### src/hps_pkg.sv
package hps_pkg;

	////////////////////
	// link widths

	// one word on the host bus
	typedef logic [15:0] host_word_t;

	// data word position, command word is 0, saturates at 15
	typedef logic [3:0]  word_idx_t;

	typedef logic [31:0] joy_t;
	typedef logic [63:0] status_t;
	typedef logic [15:0] cfg_t;
	typedef logic [26:0] ioctl_addr_t;
	typedef logic [7:0]  ps2_byte_t;

	////////////////////
	// word sequencer states

	typedef enum logic [1:0] {
		LINK_IDLE,
		LINK_CMD,
		LINK_DATA
	} link_state_t;

	////////////////////
	// user channel commands

	localparam host_word_t CMD_CFG    = 16'h0001;
	localparam host_word_t CMD_JOY0   = 16'h0002;
	localparam host_word_t CMD_JOY1   = 16'h0003;
	localparam host_word_t CMD_KBD    = 16'h0005;
	localparam host_word_t CMD_STATUS = 16'h001E;

	// file channel commands
	localparam host_word_t FIO_FILE_TX     = 16'h0053;
	localparam host_word_t FIO_FILE_TX_DAT = 16'h0054;
	localparam host_word_t FIO_FILE_INDEX  = 16'h0055;

endpackage

### src/hps_cmd_fsm.sv
`timescale 1ns/1ps

module hps_cmd_fsm import hps_pkg::*; (
	input  logic       clk_sys,
	input  logic       arst_n,
	input  logic       io_enable,
	input  logic       fp_enable,
	input  logic       io_strobe,
	input  host_word_t io_din,
	output logic       word_valid,
	output host_word_t word_cmd,
	output word_idx_t  word_idx,
	output host_word_t word_data,
	output logic       word_fio
);

	link_state_t state;
	logic        link_on;

	// either channel keeps the transaction open
	assign link_on = io_enable | fp_enable;

	always_ff @(posedge clk_sys or negedge arst_n) begin
		if (!arst_n) begin
			state      <= LINK_IDLE;
			word_valid <= 1'b0;
			word_cmd   <= '0;
			word_idx   <= '0;
			word_data  <= '0;
			word_fio   <= 1'b0;
		end else begin
			word_valid <= 1'b0;
			word_fio   <= fp_enable;
			if (!link_on) begin
				state <= LINK_IDLE;
			end else begin
				case (state)
					LINK_IDLE: begin
						// channel just opened
						state <= LINK_CMD;
					end
					LINK_CMD: begin
						// first strobe of a transaction carries the command
						if (io_strobe) begin
							word_cmd <= io_din;
							word_idx <= '0;
							state    <= LINK_DATA;
						end
					end
					LINK_DATA: begin
						if (io_strobe) begin
							word_data  <= io_din;
							word_valid <= 1'b1;
							if (word_idx != '1) begin
								word_idx <= word_idx + 1'b1;
							end
						end
					end
					default: begin
						state <= LINK_IDLE;
					end
				endcase
			end
		end
	end

	////////////////////
	// checks

	// the host opens only one channel at a time
	a_one_channel: assert property (
		@(posedge clk_sys) disable iff (!arst_n)
		!(io_enable && fp_enable)
	);

	// data pulses only come out of an open transaction
	a_valid_in_link: assert property (
		@(posedge clk_sys) disable iff (!arst_n)
		word_valid |-> state != LINK_IDLE
	);

endmodule

### src/hps_input_regs.sv
`timescale 1ns/1ps

module hps_input_regs import hps_pkg::*; (
	input  logic       clk_sys,
	input  logic       arst_n,
	input  logic       word_valid,
	input  host_word_t word_cmd,
	input  word_idx_t  word_idx,
	input  host_word_t word_data,
	input  logic       word_fio,
	output joy_t       joystick_0,
	output joy_t       joystick_1,
	output logic [1:0] buttons,
	output logic       forced_scandoubler,
	output status_t    status,
	output logic       kbd_we,
	output ps2_byte_t  kbd_byte
);

	cfg_t cfg;
	logic user_word;

	// file channel words belong to the loader
	assign user_word = word_valid & ~word_fio;

	// cfg bits 2, 3 and 5 and up are not used by the core
	assign buttons            = cfg[1:0];
	assign forced_scandoubler = cfg[4];

	always_ff @(posedge clk_sys or negedge arst_n) begin
		if (!arst_n) begin
			cfg        <= '0;
			joystick_0 <= '0;
			joystick_1 <= '0;
			status     <= '0;
			kbd_we     <= 1'b0;
			kbd_byte   <= '0;
		end else begin
			kbd_we <= 1'b0;
			if (user_word) begin
				case (word_cmd)
					CMD_CFG: begin
						cfg <= word_data;
					end
					CMD_JOY0: begin
						if (word_idx == 4'd1) joystick_0[15:0] <= word_data;
						else joystick_0[31:16] <= word_data;
					end
					CMD_JOY1: begin
						if (word_idx == 4'd1) joystick_1[15:0] <= word_data;
						else joystick_1[31:16] <= word_data;
					end
					CMD_STATUS: begin
						// four slices, low first, anything past them is ignored
						case (word_idx)
							4'd1: status[15:0]  <= word_data;
							4'd2: status[31:16] <= word_data;
							4'd3: status[47:32] <= word_data;
							4'd4: status[63:48] <= word_data;
							default: ;
						endcase
					end
					CMD_KBD: begin
						kbd_we   <= 1'b1;
						kbd_byte <= word_data[7:0];
					end
					default: ;
				endcase
			end
		end
	end

endmodule

### src/hps_file_loader.sv
`timescale 1ns/1ps

module hps_file_loader import hps_pkg::*; (
	input  logic        clk_sys,
	input  logic        arst_n,
	input  logic        word_valid,
	input  host_word_t  word_cmd,
	input  word_idx_t   word_idx,
	input  host_word_t  word_data,
	input  logic        word_fio,
	output logic        ioctl_download,
	output host_word_t  ioctl_index,
	output logic        ioctl_wr,
	output ioctl_addr_t ioctl_addr,
	output ps2_byte_t   ioctl_dout
);

	// address of the next byte to be written
	ioctl_addr_t next_addr;
	logic        file_word;

	assign file_word = word_valid & word_fio;

	always_ff @(posedge clk_sys or negedge arst_n) begin
		if (!arst_n) begin
			ioctl_download <= 1'b0;
			ioctl_index    <= '0;
			ioctl_wr       <= 1'b0;
			ioctl_addr     <= '0;
			ioctl_dout     <= '0;
			next_addr      <= '0;
		end else begin
			ioctl_wr <= 1'b0;
			if (file_word) begin
				case (word_cmd)
					FIO_FILE_INDEX: begin
						ioctl_index <= word_data;
					end
					FIO_FILE_TX: begin
						case (word_idx)
							4'd1: begin
								if (word_data[7:0] != 8'h00) begin
									next_addr      <= '0;
									ioctl_download <= 1'b1;
								end else begin
									// leave the address just past the last byte
									if (ioctl_download) ioctl_addr <= next_addr;
									ioctl_download <= 1'b0;
								end
							end
							4'd2: begin
								ioctl_addr[15:0] <= word_data;
								next_addr[15:0]  <= word_data;
							end
							4'd3: begin
								ioctl_addr[26:16] <= word_data[10:0];
								next_addr[26:16]  <= word_data[10:0];
							end
							default: ;
						endcase
					end
					FIO_FILE_TX_DAT: begin
						// data outside a download is dropped
						if (ioctl_download) begin
							ioctl_addr <= next_addr;
							ioctl_dout <= word_data[7:0];
							ioctl_wr   <= 1'b1;
							next_addr  <= next_addr + 1'b1;
						end
					end
					default: ;
				endcase
			end
		end
	end

	// writes only happen inside an open download
	a_wr_in_download: assert property (
		@(posedge clk_sys) disable iff (!arst_n)
		ioctl_wr |-> ioctl_download
	);

endmodule

### src/ps2_clk_gen.sv
`timescale 1ns/1ps

module ps2_clk_gen #(
	parameter int PS2DIV = 1000
) (
	input  logic clk_sys,
	input  logic arst_n,
	output logic ps2_tick,
	output logic ps2_phase
);

	localparam int CNT_W = $clog2(PS2DIV + 2);

	logic [CNT_W-1:0] cnt;

	// phase toggles every PS2DIV+1 cycles, tick marks the rising half
	always_ff @(posedge clk_sys or negedge arst_n) begin
		if (!arst_n) begin
			cnt       <= CNT_W'(PS2DIV);
			ps2_phase <= 1'b0;
			ps2_tick  <= 1'b0;
		end else begin
			ps2_tick <= 1'b0;
			if (cnt == '0) begin
				cnt       <= CNT_W'(PS2DIV);
				ps2_phase <= ~ps2_phase;
				ps2_tick  <= ~ps2_phase;
			end else begin
				cnt <= cnt - 1'b1;
			end
		end
	end

endmodule

### src/ps2_kbd_tx.sv
`timescale 1ns/1ps

module ps2_kbd_tx import hps_pkg::*; #(
	parameter int PS2_FIFO_BITS = 4
) (
	input  logic      clk_sys,
	input  logic      arst_n,
	input  logic      kbd_we,
	input  ps2_byte_t kbd_byte,
	input  logic      ps2_tick,
	input  logic      ps2_phase,
	output logic      ps2_kbd_clk_out,
	output logic      ps2_kbd_data_out
);

	localparam int DEPTH = 1 << PS2_FIFO_BITS;

	ps2_byte_t              fifo [DEPTH];
	logic [PS2_FIFO_BITS-1:0] wptr;
	logic [PS2_FIFO_BITS-1:0] rptr;
	logic [PS2_FIFO_BITS:0]   fill;
	logic                     push;
	logic                     pop;

	// 0 idle, 1 start bit, 2..9 data, 10 parity, 11 stop
	logic [3:0] tx_cnt;
	ps2_byte_t  shift;
	logic       parity;

	assign push = kbd_we && (fill != DEPTH[PS2_FIFO_BITS:0]);
	assign pop  = ps2_tick && (tx_cnt == 4'd0 || tx_cnt == 4'd11) && (fill != '0);

	// clock goes low in the second half of each bit of a frame
	assign ps2_kbd_clk_out = ~((tx_cnt != 4'd0) & ~ps2_phase);

	always_ff @(posedge clk_sys or negedge arst_n) begin
		if (!arst_n) begin
			for (int i = 0; i < DEPTH; i++) begin
				fifo[i] <= '0;
			end
		end else if (push) begin
			fifo[wptr] <= kbd_byte;
		end
	end

	always_ff @(posedge clk_sys or negedge arst_n) begin
		if (!arst_n) begin
			wptr <= '0;
			rptr <= '0;
			fill <= '0;
		end else begin
			if (push) wptr <= wptr + 1'b1;
			if (pop) rptr <= rptr + 1'b1;
			fill <= fill + push - pop;
		end
	end

	////////////////////
	// frame serializer

	always_ff @(posedge clk_sys or negedge arst_n) begin
		if (!arst_n) begin
			tx_cnt           <= 4'd0;
			shift            <= '0;
			parity           <= 1'b1;
			ps2_kbd_data_out <= 1'b1;
		end else if (ps2_tick) begin
			if (pop) begin
				shift            <= fifo[rptr];
				parity           <= 1'b1;
				ps2_kbd_data_out <= 1'b0;
				tx_cnt           <= 4'd1;
			end else if (tx_cnt >= 4'd1 && tx_cnt <= 4'd8) begin
				// data bits go out lsb first
				ps2_kbd_data_out <= shift[0];
				parity           <= parity ^ shift[0];
				shift            <= {1'b0, shift[7:1]};
				tx_cnt           <= tx_cnt + 1'b1;
			end else if (tx_cnt == 4'd9) begin
				ps2_kbd_data_out <= parity;
				tx_cnt           <= 4'd10;
			end else if (tx_cnt == 4'd10) begin
				ps2_kbd_data_out <= 1'b1;
				tx_cnt           <= 4'd11;
			end else begin
				tx_cnt <= 4'd0;
			end
		end
	end

	a_fill_bound: assert property (
		@(posedge clk_sys) disable iff (!arst_n)
		fill <= DEPTH
	);

endmodule

### src/hps_link.sv
`timescale 1ns/1ps

module hps_link import hps_pkg::*; #(
	parameter int PS2DIV        = 1000,
	parameter int PS2_FIFO_BITS = 4
) (
	input  logic        clk_sys,
	input  logic        arst_n,
	input  logic        io_enable,
	input  logic        fp_enable,
	input  logic        io_strobe,
	input  host_word_t  io_din,
	output joy_t        joystick_0,
	output joy_t        joystick_1,
	output logic [1:0]  buttons,
	output logic        forced_scandoubler,
	output status_t     status,
	output logic        ioctl_download,
	output host_word_t  ioctl_index,
	output logic        ioctl_wr,
	output ioctl_addr_t ioctl_addr,
	output ps2_byte_t   ioctl_dout,
	output logic        ps2_kbd_clk_out,
	output logic        ps2_kbd_data_out
);

	logic       word_valid;
	host_word_t word_cmd;
	word_idx_t  word_idx;
	host_word_t word_data;
	logic       word_fio;
	logic       kbd_we;
	ps2_byte_t  kbd_byte;
	logic       ps2_tick;
	logic       ps2_phase;

	hps_cmd_fsm u_cmd_fsm (
		.clk_sys    (clk_sys),
		.arst_n     (arst_n),
		.io_enable  (io_enable),
		.fp_enable  (fp_enable),
		.io_strobe  (io_strobe),
		.io_din     (io_din),
		.word_valid (word_valid),
		.word_cmd   (word_cmd),
		.word_idx   (word_idx),
		.word_data  (word_data),
		.word_fio   (word_fio)
	);

	hps_input_regs u_input_regs (
		.clk_sys            (clk_sys),
		.arst_n             (arst_n),
		.word_valid         (word_valid),
		.word_cmd           (word_cmd),
		.word_idx           (word_idx),
		.word_data          (word_data),
		.word_fio           (word_fio),
		.joystick_0         (joystick_0),
		.joystick_1         (joystick_1),
		.buttons            (buttons),
		.forced_scandoubler (forced_scandoubler),
		.status             (status),
		.kbd_we             (kbd_we),
		.kbd_byte           (kbd_byte)
	);

	hps_file_loader u_file_loader (
		.clk_sys        (clk_sys),
		.arst_n         (arst_n),
		.word_valid     (word_valid),
		.word_cmd       (word_cmd),
		.word_idx       (word_idx),
		.word_data      (word_data),
		.word_fio       (word_fio),
		.ioctl_download (ioctl_download),
		.ioctl_index    (ioctl_index),
		.ioctl_wr       (ioctl_wr),
		.ioctl_addr     (ioctl_addr),
		.ioctl_dout     (ioctl_dout)
	);

	ps2_clk_gen #(
		.PS2DIV (PS2DIV)
	) u_ps2_clk_gen (
		.clk_sys   (clk_sys),
		.arst_n    (arst_n),
		.ps2_tick  (ps2_tick),
		.ps2_phase (ps2_phase)
	);

	ps2_kbd_tx #(
		.PS2_FIFO_BITS (PS2_FIFO_BITS)
	) u_ps2_kbd_tx (
		.clk_sys          (clk_sys),
		.arst_n           (arst_n),
		.kbd_we           (kbd_we),
		.kbd_byte         (kbd_byte),
		.ps2_tick         (ps2_tick),
		.ps2_phase        (ps2_phase),
		.ps2_kbd_clk_out  (ps2_kbd_clk_out),
		.ps2_kbd_data_out (ps2_kbd_data_out)
	);

endmodule

### config.mk
export PLATFORM = sky130hd
export DESIGN_NAME = hps_link
export DESIGN_NICKNAME = d
export VERILOG_FILES = /design/src/hps_pkg.sv /design/src/hps_cmd_fsm.sv /design/src/hps_input_regs.sv /design/src/hps_file_loader.sv /design/src/ps2_clk_gen.sv /design/src/ps2_kbd_tx.sv /design/src/hps_link.sv
export SDC_FILE = /design/constraint.sdc
export NUM_CORES = 1
export LEC_CHECK = 0
export ABC_AREA = 0
export BUFFER_PORTS_ARGS = -buffer_cell sky130_fd_sc_hd__buf_4
export CORE_UTILIZATION = 53
export CTS_CLUSTER_SIZE = 25
export DETAILED_ROUTE_END_ITERATION = 7
export PLACE_DENSITY_LB_ADDON = 0.3
export SYNTH_ARGS = -nofsm -noshare
export SYNTH_HDL_FRONTEND = slang
export SYNTH_SLANG_ARGS = --single-unit
### constraint.sdc
create_clock -name clk_sys -period 3.05 [get_ports clk_sys]
set_clock_uncertainty 0.1 [all_clocks]
set_input_delay 0.305 -clock clk_sys [delete_from_list [all_inputs] [get_ports clk_sys]]
set_output_delay 0.305 -clock clk_sys [all_outputs]
set_load 0.02 [all_outputs]
### Yosys cells after proc, flatten, opt, wreduce, memory -nomap -nowiden

Index checks and enable logic that the tools add are counted.
W data, S select, Z words.

* flip-flop bits (word level): 429
* input port bits: 21
* output and inout bits: 186
* word-level logic and storage cells: 189

* add/subtract/negate cells: 8
* magnitude comparators: 5
* equality and inequality tests: 29
* muxes and demuxes: 46
* bitwise logic cells: 11
* reduce and logical (&&, ||, !) cells: 39

Operators by type and width (count)
* $bwmux W128: 1
* $mux W27: 4
* $pmux W27 S2: 2
* $pmux W16 S2: 2
* $eq A16 B7 Y1 const B: 3
* $pmux W11 S2: 2
* $mux W8: 5
* $reduce_and A3 Y1: 12
* $bmux W8 S4: 1
* $demux W8 S4: 1
* $eq A16 B2 Y1 const B: 2
* $mux W4: 7
* $add A27 B1 Y27 const B: 1
* $add A4 B1 Y4 const B: 4
* $eq A16 B1 Y1 const B: 1
* $eq A16 B3 Y1 const B: 1
* $eq A16 B5 Y1 const B: 1
* $mux W1: 16
* $reduce_and A5 Y1: 3
* $eq A4 B4 Y1 const B: 3
* $reduce_and A2 Y1: 6
* $ge A5 B5 Y1 const B: 2
* $logic_not A10 Y1: 1
* $mux W10: 1
* other kinds (35): 56

### Logic depth before layout (Yosys ltp)

* depth after elaboration: 6
* depth in mapped cells: 15
* mapped depth without buffers: 14

### Cells and area by module

A second synthesis with hierarchy kept.

* cell total of the unflattened synthesis: 1493
* area, all modules: 19780.2 sq um

By module, submodules not included
* ps2_kbd_tx: times used 1, cells each 551, area each 7577.3 sq um, seq. area each 3881.2 sq um
* hps_input_regs: times used 1, cells each 325, area each 5562.8 sq um, seq. area each 3503.4 sq um
* hps_file_loader: times used 1, cells each 425, area each 4403.0 sq um, seq. area each 2001.9 sq um
* hps_cmd_fsm: times used 1, cells each 136, area each 1619.1 sq um, seq. area each 1001.0 sq um
* ps2_clk_gen: times used 1, cells each 56, area each 618.1 sq um, seq. area each 307.8 sq um

### Least setup slack after synthesis

Ideal clock, no wire load.

* kind: register to register
* from: register u_ps2_kbd_tx.tx_cnt[0]
* to: register u_ps2_kbd_tx.fill[4]
* setup time: 0.125 ns
* arrival time: 2.923 ns
* required time: 2.825 ns
* slack: -0.098 ns
* cell stages (with the launch flop): 16
* buffers on the path: 1
* clock period less this slack: 3.148 ns
* path through: dfrtp_1 > inv_1 > ha_1 > mux2i_1 > a2111oi_2 > clkbuf_1 > ha_1 > inv_1 > ha_1 > inv_1 > fa_1 > inv_1 > a21oi_1 > nor2_1 > nor2_1 > xnor2_1

* cells in the longest elaborated chain, start to end: 5
* elaborated cells between the ends (all ways): 6
* those cells by class: add/sub: 1; eq/ne: 1; reduce/logical: 4

Ends and longest elaborated chain
* start, declared: RTL line ps2_kbd_tx.sv:26 `logic [3:0] tx_cnt;`
* start signal, assigned: RTL line ps2_kbd_tx.sv:78 `tx_cnt <= tx_cnt + 1'b1;`
* $eq A4 B4 Y1 / $logic_not A4 Y1 (equally long branches): RTL line ps2_kbd_tx.sv:31 `assign pop = ps2_tick && (tx_cnt == 4'd0 || tx_cnt == 4'd11) && (fill != '0);`
* $logic_or A1 B1 Y1 *: RTL line ps2_kbd_tx.sv:31
* $logic_and A1 B1 Y1 * (2 in a row): RTL line ps2_kbd_tx.sv:31
* named net u_ps2_kbd_tx.pop: RTL line ps2_kbd_tx.sv:23 `logic pop;`
* $sub A5 B1 Y5 *: RTL line ps2_kbd_tx.sv:54 `fill <= fill + push - pop;`
* end signal, assigned: RTL line ps2_kbd_tx.sv:54
* end, declared: RTL line ps2_kbd_tx.sv:21 `logic [PS2_FIFO_BITS:0] fill;`

Mark *: on every way through the listed nets, which the timed path passes. The rest lies on a longest branch.
A chain may end at the register's enable or synchronous reset.

### Worst setup path in the final report

* from: register u_cmd_fsm.word_cmd[11]
* to: register u_input_regs.status[42]

* cells in the longest elaborated chain, start to end: 2

Ends and longest elaborated chain
* start, declared: RTL line hps_cmd_fsm.sv:11 `output host_word_t word_cmd,`
* start signal, assigned: RTL line hps_cmd_fsm.sv:45 `word_cmd <= io_din;`
* $eq A16 B5 Y1: RTL line hps_input_regs.sv:41 `case (word_cmd)`
* $reduce_and A3 Y1 (no line)
* end signal, assigned: RTL line hps_input_regs.sv:58 `4'd3: status[47:32] <= word_data;`
* end, declared: RTL line hps_input_regs.sv:15 `output status_t status,`

No other way between the ends.

==> results_tabular.tex <==
\begin{tabular}{lr}
\hline
Metric & Value \\
\hline
\multicolumn{2}{l}{\textbf{Placement}} \\
Area of placed instances & roughly 0.021 mm2 \\
Number of buffer cells added on primary ports & 206 \\
Number of cells in the design after placement & roughly 2100 \\
Detailed-placement wirelength estimate & roughly 32000 um \\
Gpl congestion & just under 0.9 \\
\multicolumn{2}{l}{\textbf{STA}} \\
Final hold violation count & 0 \\
Setup repair after global routing missed its margin & false \\
Highest Clock Rate & roughly 360 MHz \\
Headroom to the max-slew limit & 0.3109 \\
Final clock period utilization by the worst path & 0.9087 \\
Final Setup Violations & 0 \\
Worst hold margin & between 0.2 and 0.25 ns \\
Max-slew violation total from the final report & 0 \\
Final worst path period need & $\sim$2.8 ns \\
Actual transition at the worst max-transition pin & 1.034 ns \\
Total negative slack for setup checks & 0 ns \\
\multicolumn{2}{l}{\textbf{Global route}} \\
Wire length of the first global-routing pass & between 70000 and 80000 um \\
Maximum number of pins on one net before global-route repair & 90 \\
Via count of the first global-routing pass & 13460 \\
Aggregate global routing overflow & 0 \\
Global Route Usage Sum & 0.2713 \\
Number of antenna violations at the first check in global routing & 1 \\
\multicolumn{2}{l}{\textbf{Layout}} \\
Area added between synthesis and finish & 20.74\% \\
Fill cells & 2662 \\
Count of nets after finishing & approximately 1800 \\
Commonest cells after routing, fill and taps aside & dfrtp\_1, mux2\_2, buf\_4 \\
Share of layout cells above drive strength 1 & 0.4031 \\
Final non-filler cell area & approximately 0.023 mm2 \\
Count of placed standard cells in the final layout, fillers left out & 2231 \\
Total area of multi-input combinational cells & 0.007944 mm2 \\
Sequential cell area & between 0.01 and 0.015 mm2 \\
Most frequent standard cell in the layout excluding fill and tap cells & dfrtp\_1 \\
\multicolumn{2}{l}{\textbf{Clock network}} \\
Hold-fix buffer count after cts & 20 \\
Number of buffers between clock root and the deepest sink & 3 \\
Number of buffers added for setup after CTS & 0 \\
Maximum level of the CTS H-tree & 2 \\
Clk Latency, worst-skew pair & between 0.5 and 0.6 ns \\
Cts bufs inserted & between 40 and 50 \\
CTS root buf & clkbuf\_16 \\
Number of clock sinks seen by CTS & about 430 \\
Clock transition at the registers of the reported paths & $\sim$0.060 ns \\
Number of gates given a new drive strength after cts & 0 \\
Clock tree from TritonCTS & built \\
\multicolumn{2}{l}{\textbf{Power}} \\
Total power of the final layout & $\sim$13 mW \\
Leakage component of the power & around 11 nW \\
Power density over the cells & approximately 580 mW/mm2 \\
Maximum VDD drop & roughly 0.00042 V \\
\multicolumn{2}{l}{\textbf{Setup path}} \\
Worst Path Class, Setup & reg -> reg \\
Worst R2R Start & u\_cmd\_fsm.word\_cmd[11] \\
Element type at the critical path start & flip-flop \\
Critical path capture point type & flip-flop \\
Critical path origin & u\_cmd\_fsm.word\_cmd[11] \\
Worst path required time & approximately 3.4 ns \\
Worst Path Arrival & 3.12 ns \\
Biggest fanout along the worst timing path & 12 \\
\multicolumn{2}{l}{\textbf{Routing}} \\
Detail-routed via count per cell & roughly 5.8 \\
Initial DRC count & about 800 \\
Detailed-route wire length & between 40000 and 50000 um \\
Mean routed wirelength per cell & about 22 um \\
Pre-antenna DRT Iters & 5 \\
Total DRC errors in the routed layout & 0 \\
Vias post-DR & roughly 13000 \\
Number of nets with antenna violations after routing & 0 \\
\multicolumn{2}{l}{\textbf{Flow run}} \\
Max-capacitance violation count & 0 \\
\multicolumn{2}{l}{\textbf{Logic synthesis}} \\
Count of flip-flops with a built-in enable after synthesis & 0 \\
Synth Area in Adders & 0.01479 \\
Post-synthesis mux area share & 0.2415 \\
Post-synth net total & between 1500 and 2000 \\
Combined area of all synthesized cells & around 0.019 mm2 \\
Post-synthesis sequential area ratio & 0.5595 \\
Largest family of logic cells by synthesized area & multiplexers \\
Instance count of the mapped netlist & 1494 \\
Cell variety after synth & between 60 and 70 \\
Yosys synthesis warning count & 0 \\
Share of the synthesized area in compound gates (AO/OA/AOI/OAI) & 0.06238 \\
Register bit total from synthesis & 427 \\
Fraction of registers with async set/reset & 1.000 \\
Most common flop cell mapped by yosys & dfrtp\_1 \\
Average footprint of a synthesized cell & $\sim$13 um2 \\
Xor/xnor share of the synthesized area & 0.008705 \\
Simple logic cell fraction of the synthesized area & 0.08666 \\
\multicolumn{2}{l}{\textbf{Die}} \\
Die width & 191.9 um \\
Number of placed I/O pins & 207 \\
Cell Rows & just under 70 \\
Core Area & approximately 0.036 mm2 \\
Overall die height & 191.9 um \\
Starting density of the core & 0.5374 \\
Total Die Area & around 0.037 mm2 \\
\multicolumn{2}{l}{\textbf{Hold path}} \\
Worst hold path type & in -> async \\
\multicolumn{2}{l}{\textbf{Run status}} \\
Status & finished, final reports clean \\
\hline
\end{tabular}
-- sequential cells by signal (all words and copies together) (netlist names), 10 cells and up --
signal and cells:
u_ps2_kbd_tx.fifo 128, u_input_regs.status 64, u_input_regs.joystick_0 32, u_input_regs.joystick_1 32
u_file_loader.ioctl_addr 27, u_file_loader.next_addr 27, u_cmd_fsm.word_cmd 16, u_cmd_fsm.word_data 16
u_file_loader.ioctl_index 16, u_ps2_clk_gen.cnt 10
-- Yosys cell counts, types with 20 or more instances --
library cell | instances | area (um2)
o21ai_0 | 56 | 280.3
ha_1 | 21 | 262.8
and3_1 | 24 | 150.1
inv_1 | 28 | 105.1
dfrtp_1 | 419 | 10490
a21oi_1 | 89 | 445.4
nand2_1 | 145 | 544.3
mux4_2 | 33 | 743.2
mux2_2 | 290 | 3266
clkbuf_1 | 65 | 244.0
nor2_1 | 40 | 150.1
mux2_4 | 20 | 300.3
-- metrics by stage --
stage               worst slack, ns  utilization
floorplan                   0.03203            -
detailed placement           0.2720       0.6012
CTS                          0.2855       0.6488
finish                       0.2784       0.6489
global route                0.04433       0.6489
global placement             0.3259       0.6012
-- layer usage --
layer | up-vias | share of wire | track usage
met3 | 81 | 0.079 | 0.07546
met1 | 6639 | 0.43 | 0.3691
li1 | 5817 | - | -
met5 | - | 0 | 0
met2 | 419 | 0.46 | 0.4207
met4 | 0 | 0.027 | 0.08974
-- path summary, 6_finish.rpt --
check / cells after the start / end / slack [ns]
min in group clk_sys: 2 / u_cmd_fsm.word_fio / 0.31
max in group asynchronous: 3 / u_ps2_kbd_tx.rptr[0] / 1.66
hold reg to reg: 1 / u_ps2_clk_gen.ps2_tick / 0.37
setup / recovery: 6 / u_input_regs.status[42] / 0.28
setup reg to reg: 6 / u_input_regs.status[42] / 0.28
hold / removal: 2 / u_file_loader.next_addr[0] / 0.24
-- cell type report --
| cell class | instances | share of cell area |
|---|---|---|
| Timing Repair Buffer | 285 | 0.09790 |
| Clock inverter | 18 | 0.007427 |
| Tap cell | 461 | 0.02499 |
| Clock buffer | 65 | 0.05725 |
| Inverter | 29 | 0.004716 |
| Antenna cell | 1 | 0.0001084 |
| Multi-Input combinational cell | 945 | 0.3442 |
| Sequential cell | 427 | 0.4634 |
-- power breakdown --
group	total, mW	switching (mW)	internal (mW)
Sequential	6.43	0.526	5.91
Clock	5.46	2.27	3.19
Combinational	1.49	0.964	0.528
-- critical path, stage by stage (launching register included) --
cell     delay (ns)
dfrtp_1        0.40
nor4_4         0.43
nand4_1        0.17
or4_1          0.60
nor2_2         0.29
buf_4          0.28
mux2_2         0.37
-- logic make-up after synthesis --
kind of cell	after synthesis
xor gates and xnor gates	19
DFF	427
muxes	372
buffers and inverters	122
AOI/OAI and AO/OA	204
and+or+nand+nor	328
adders and majority gates	22
Power figures use the tool's default switching activity.
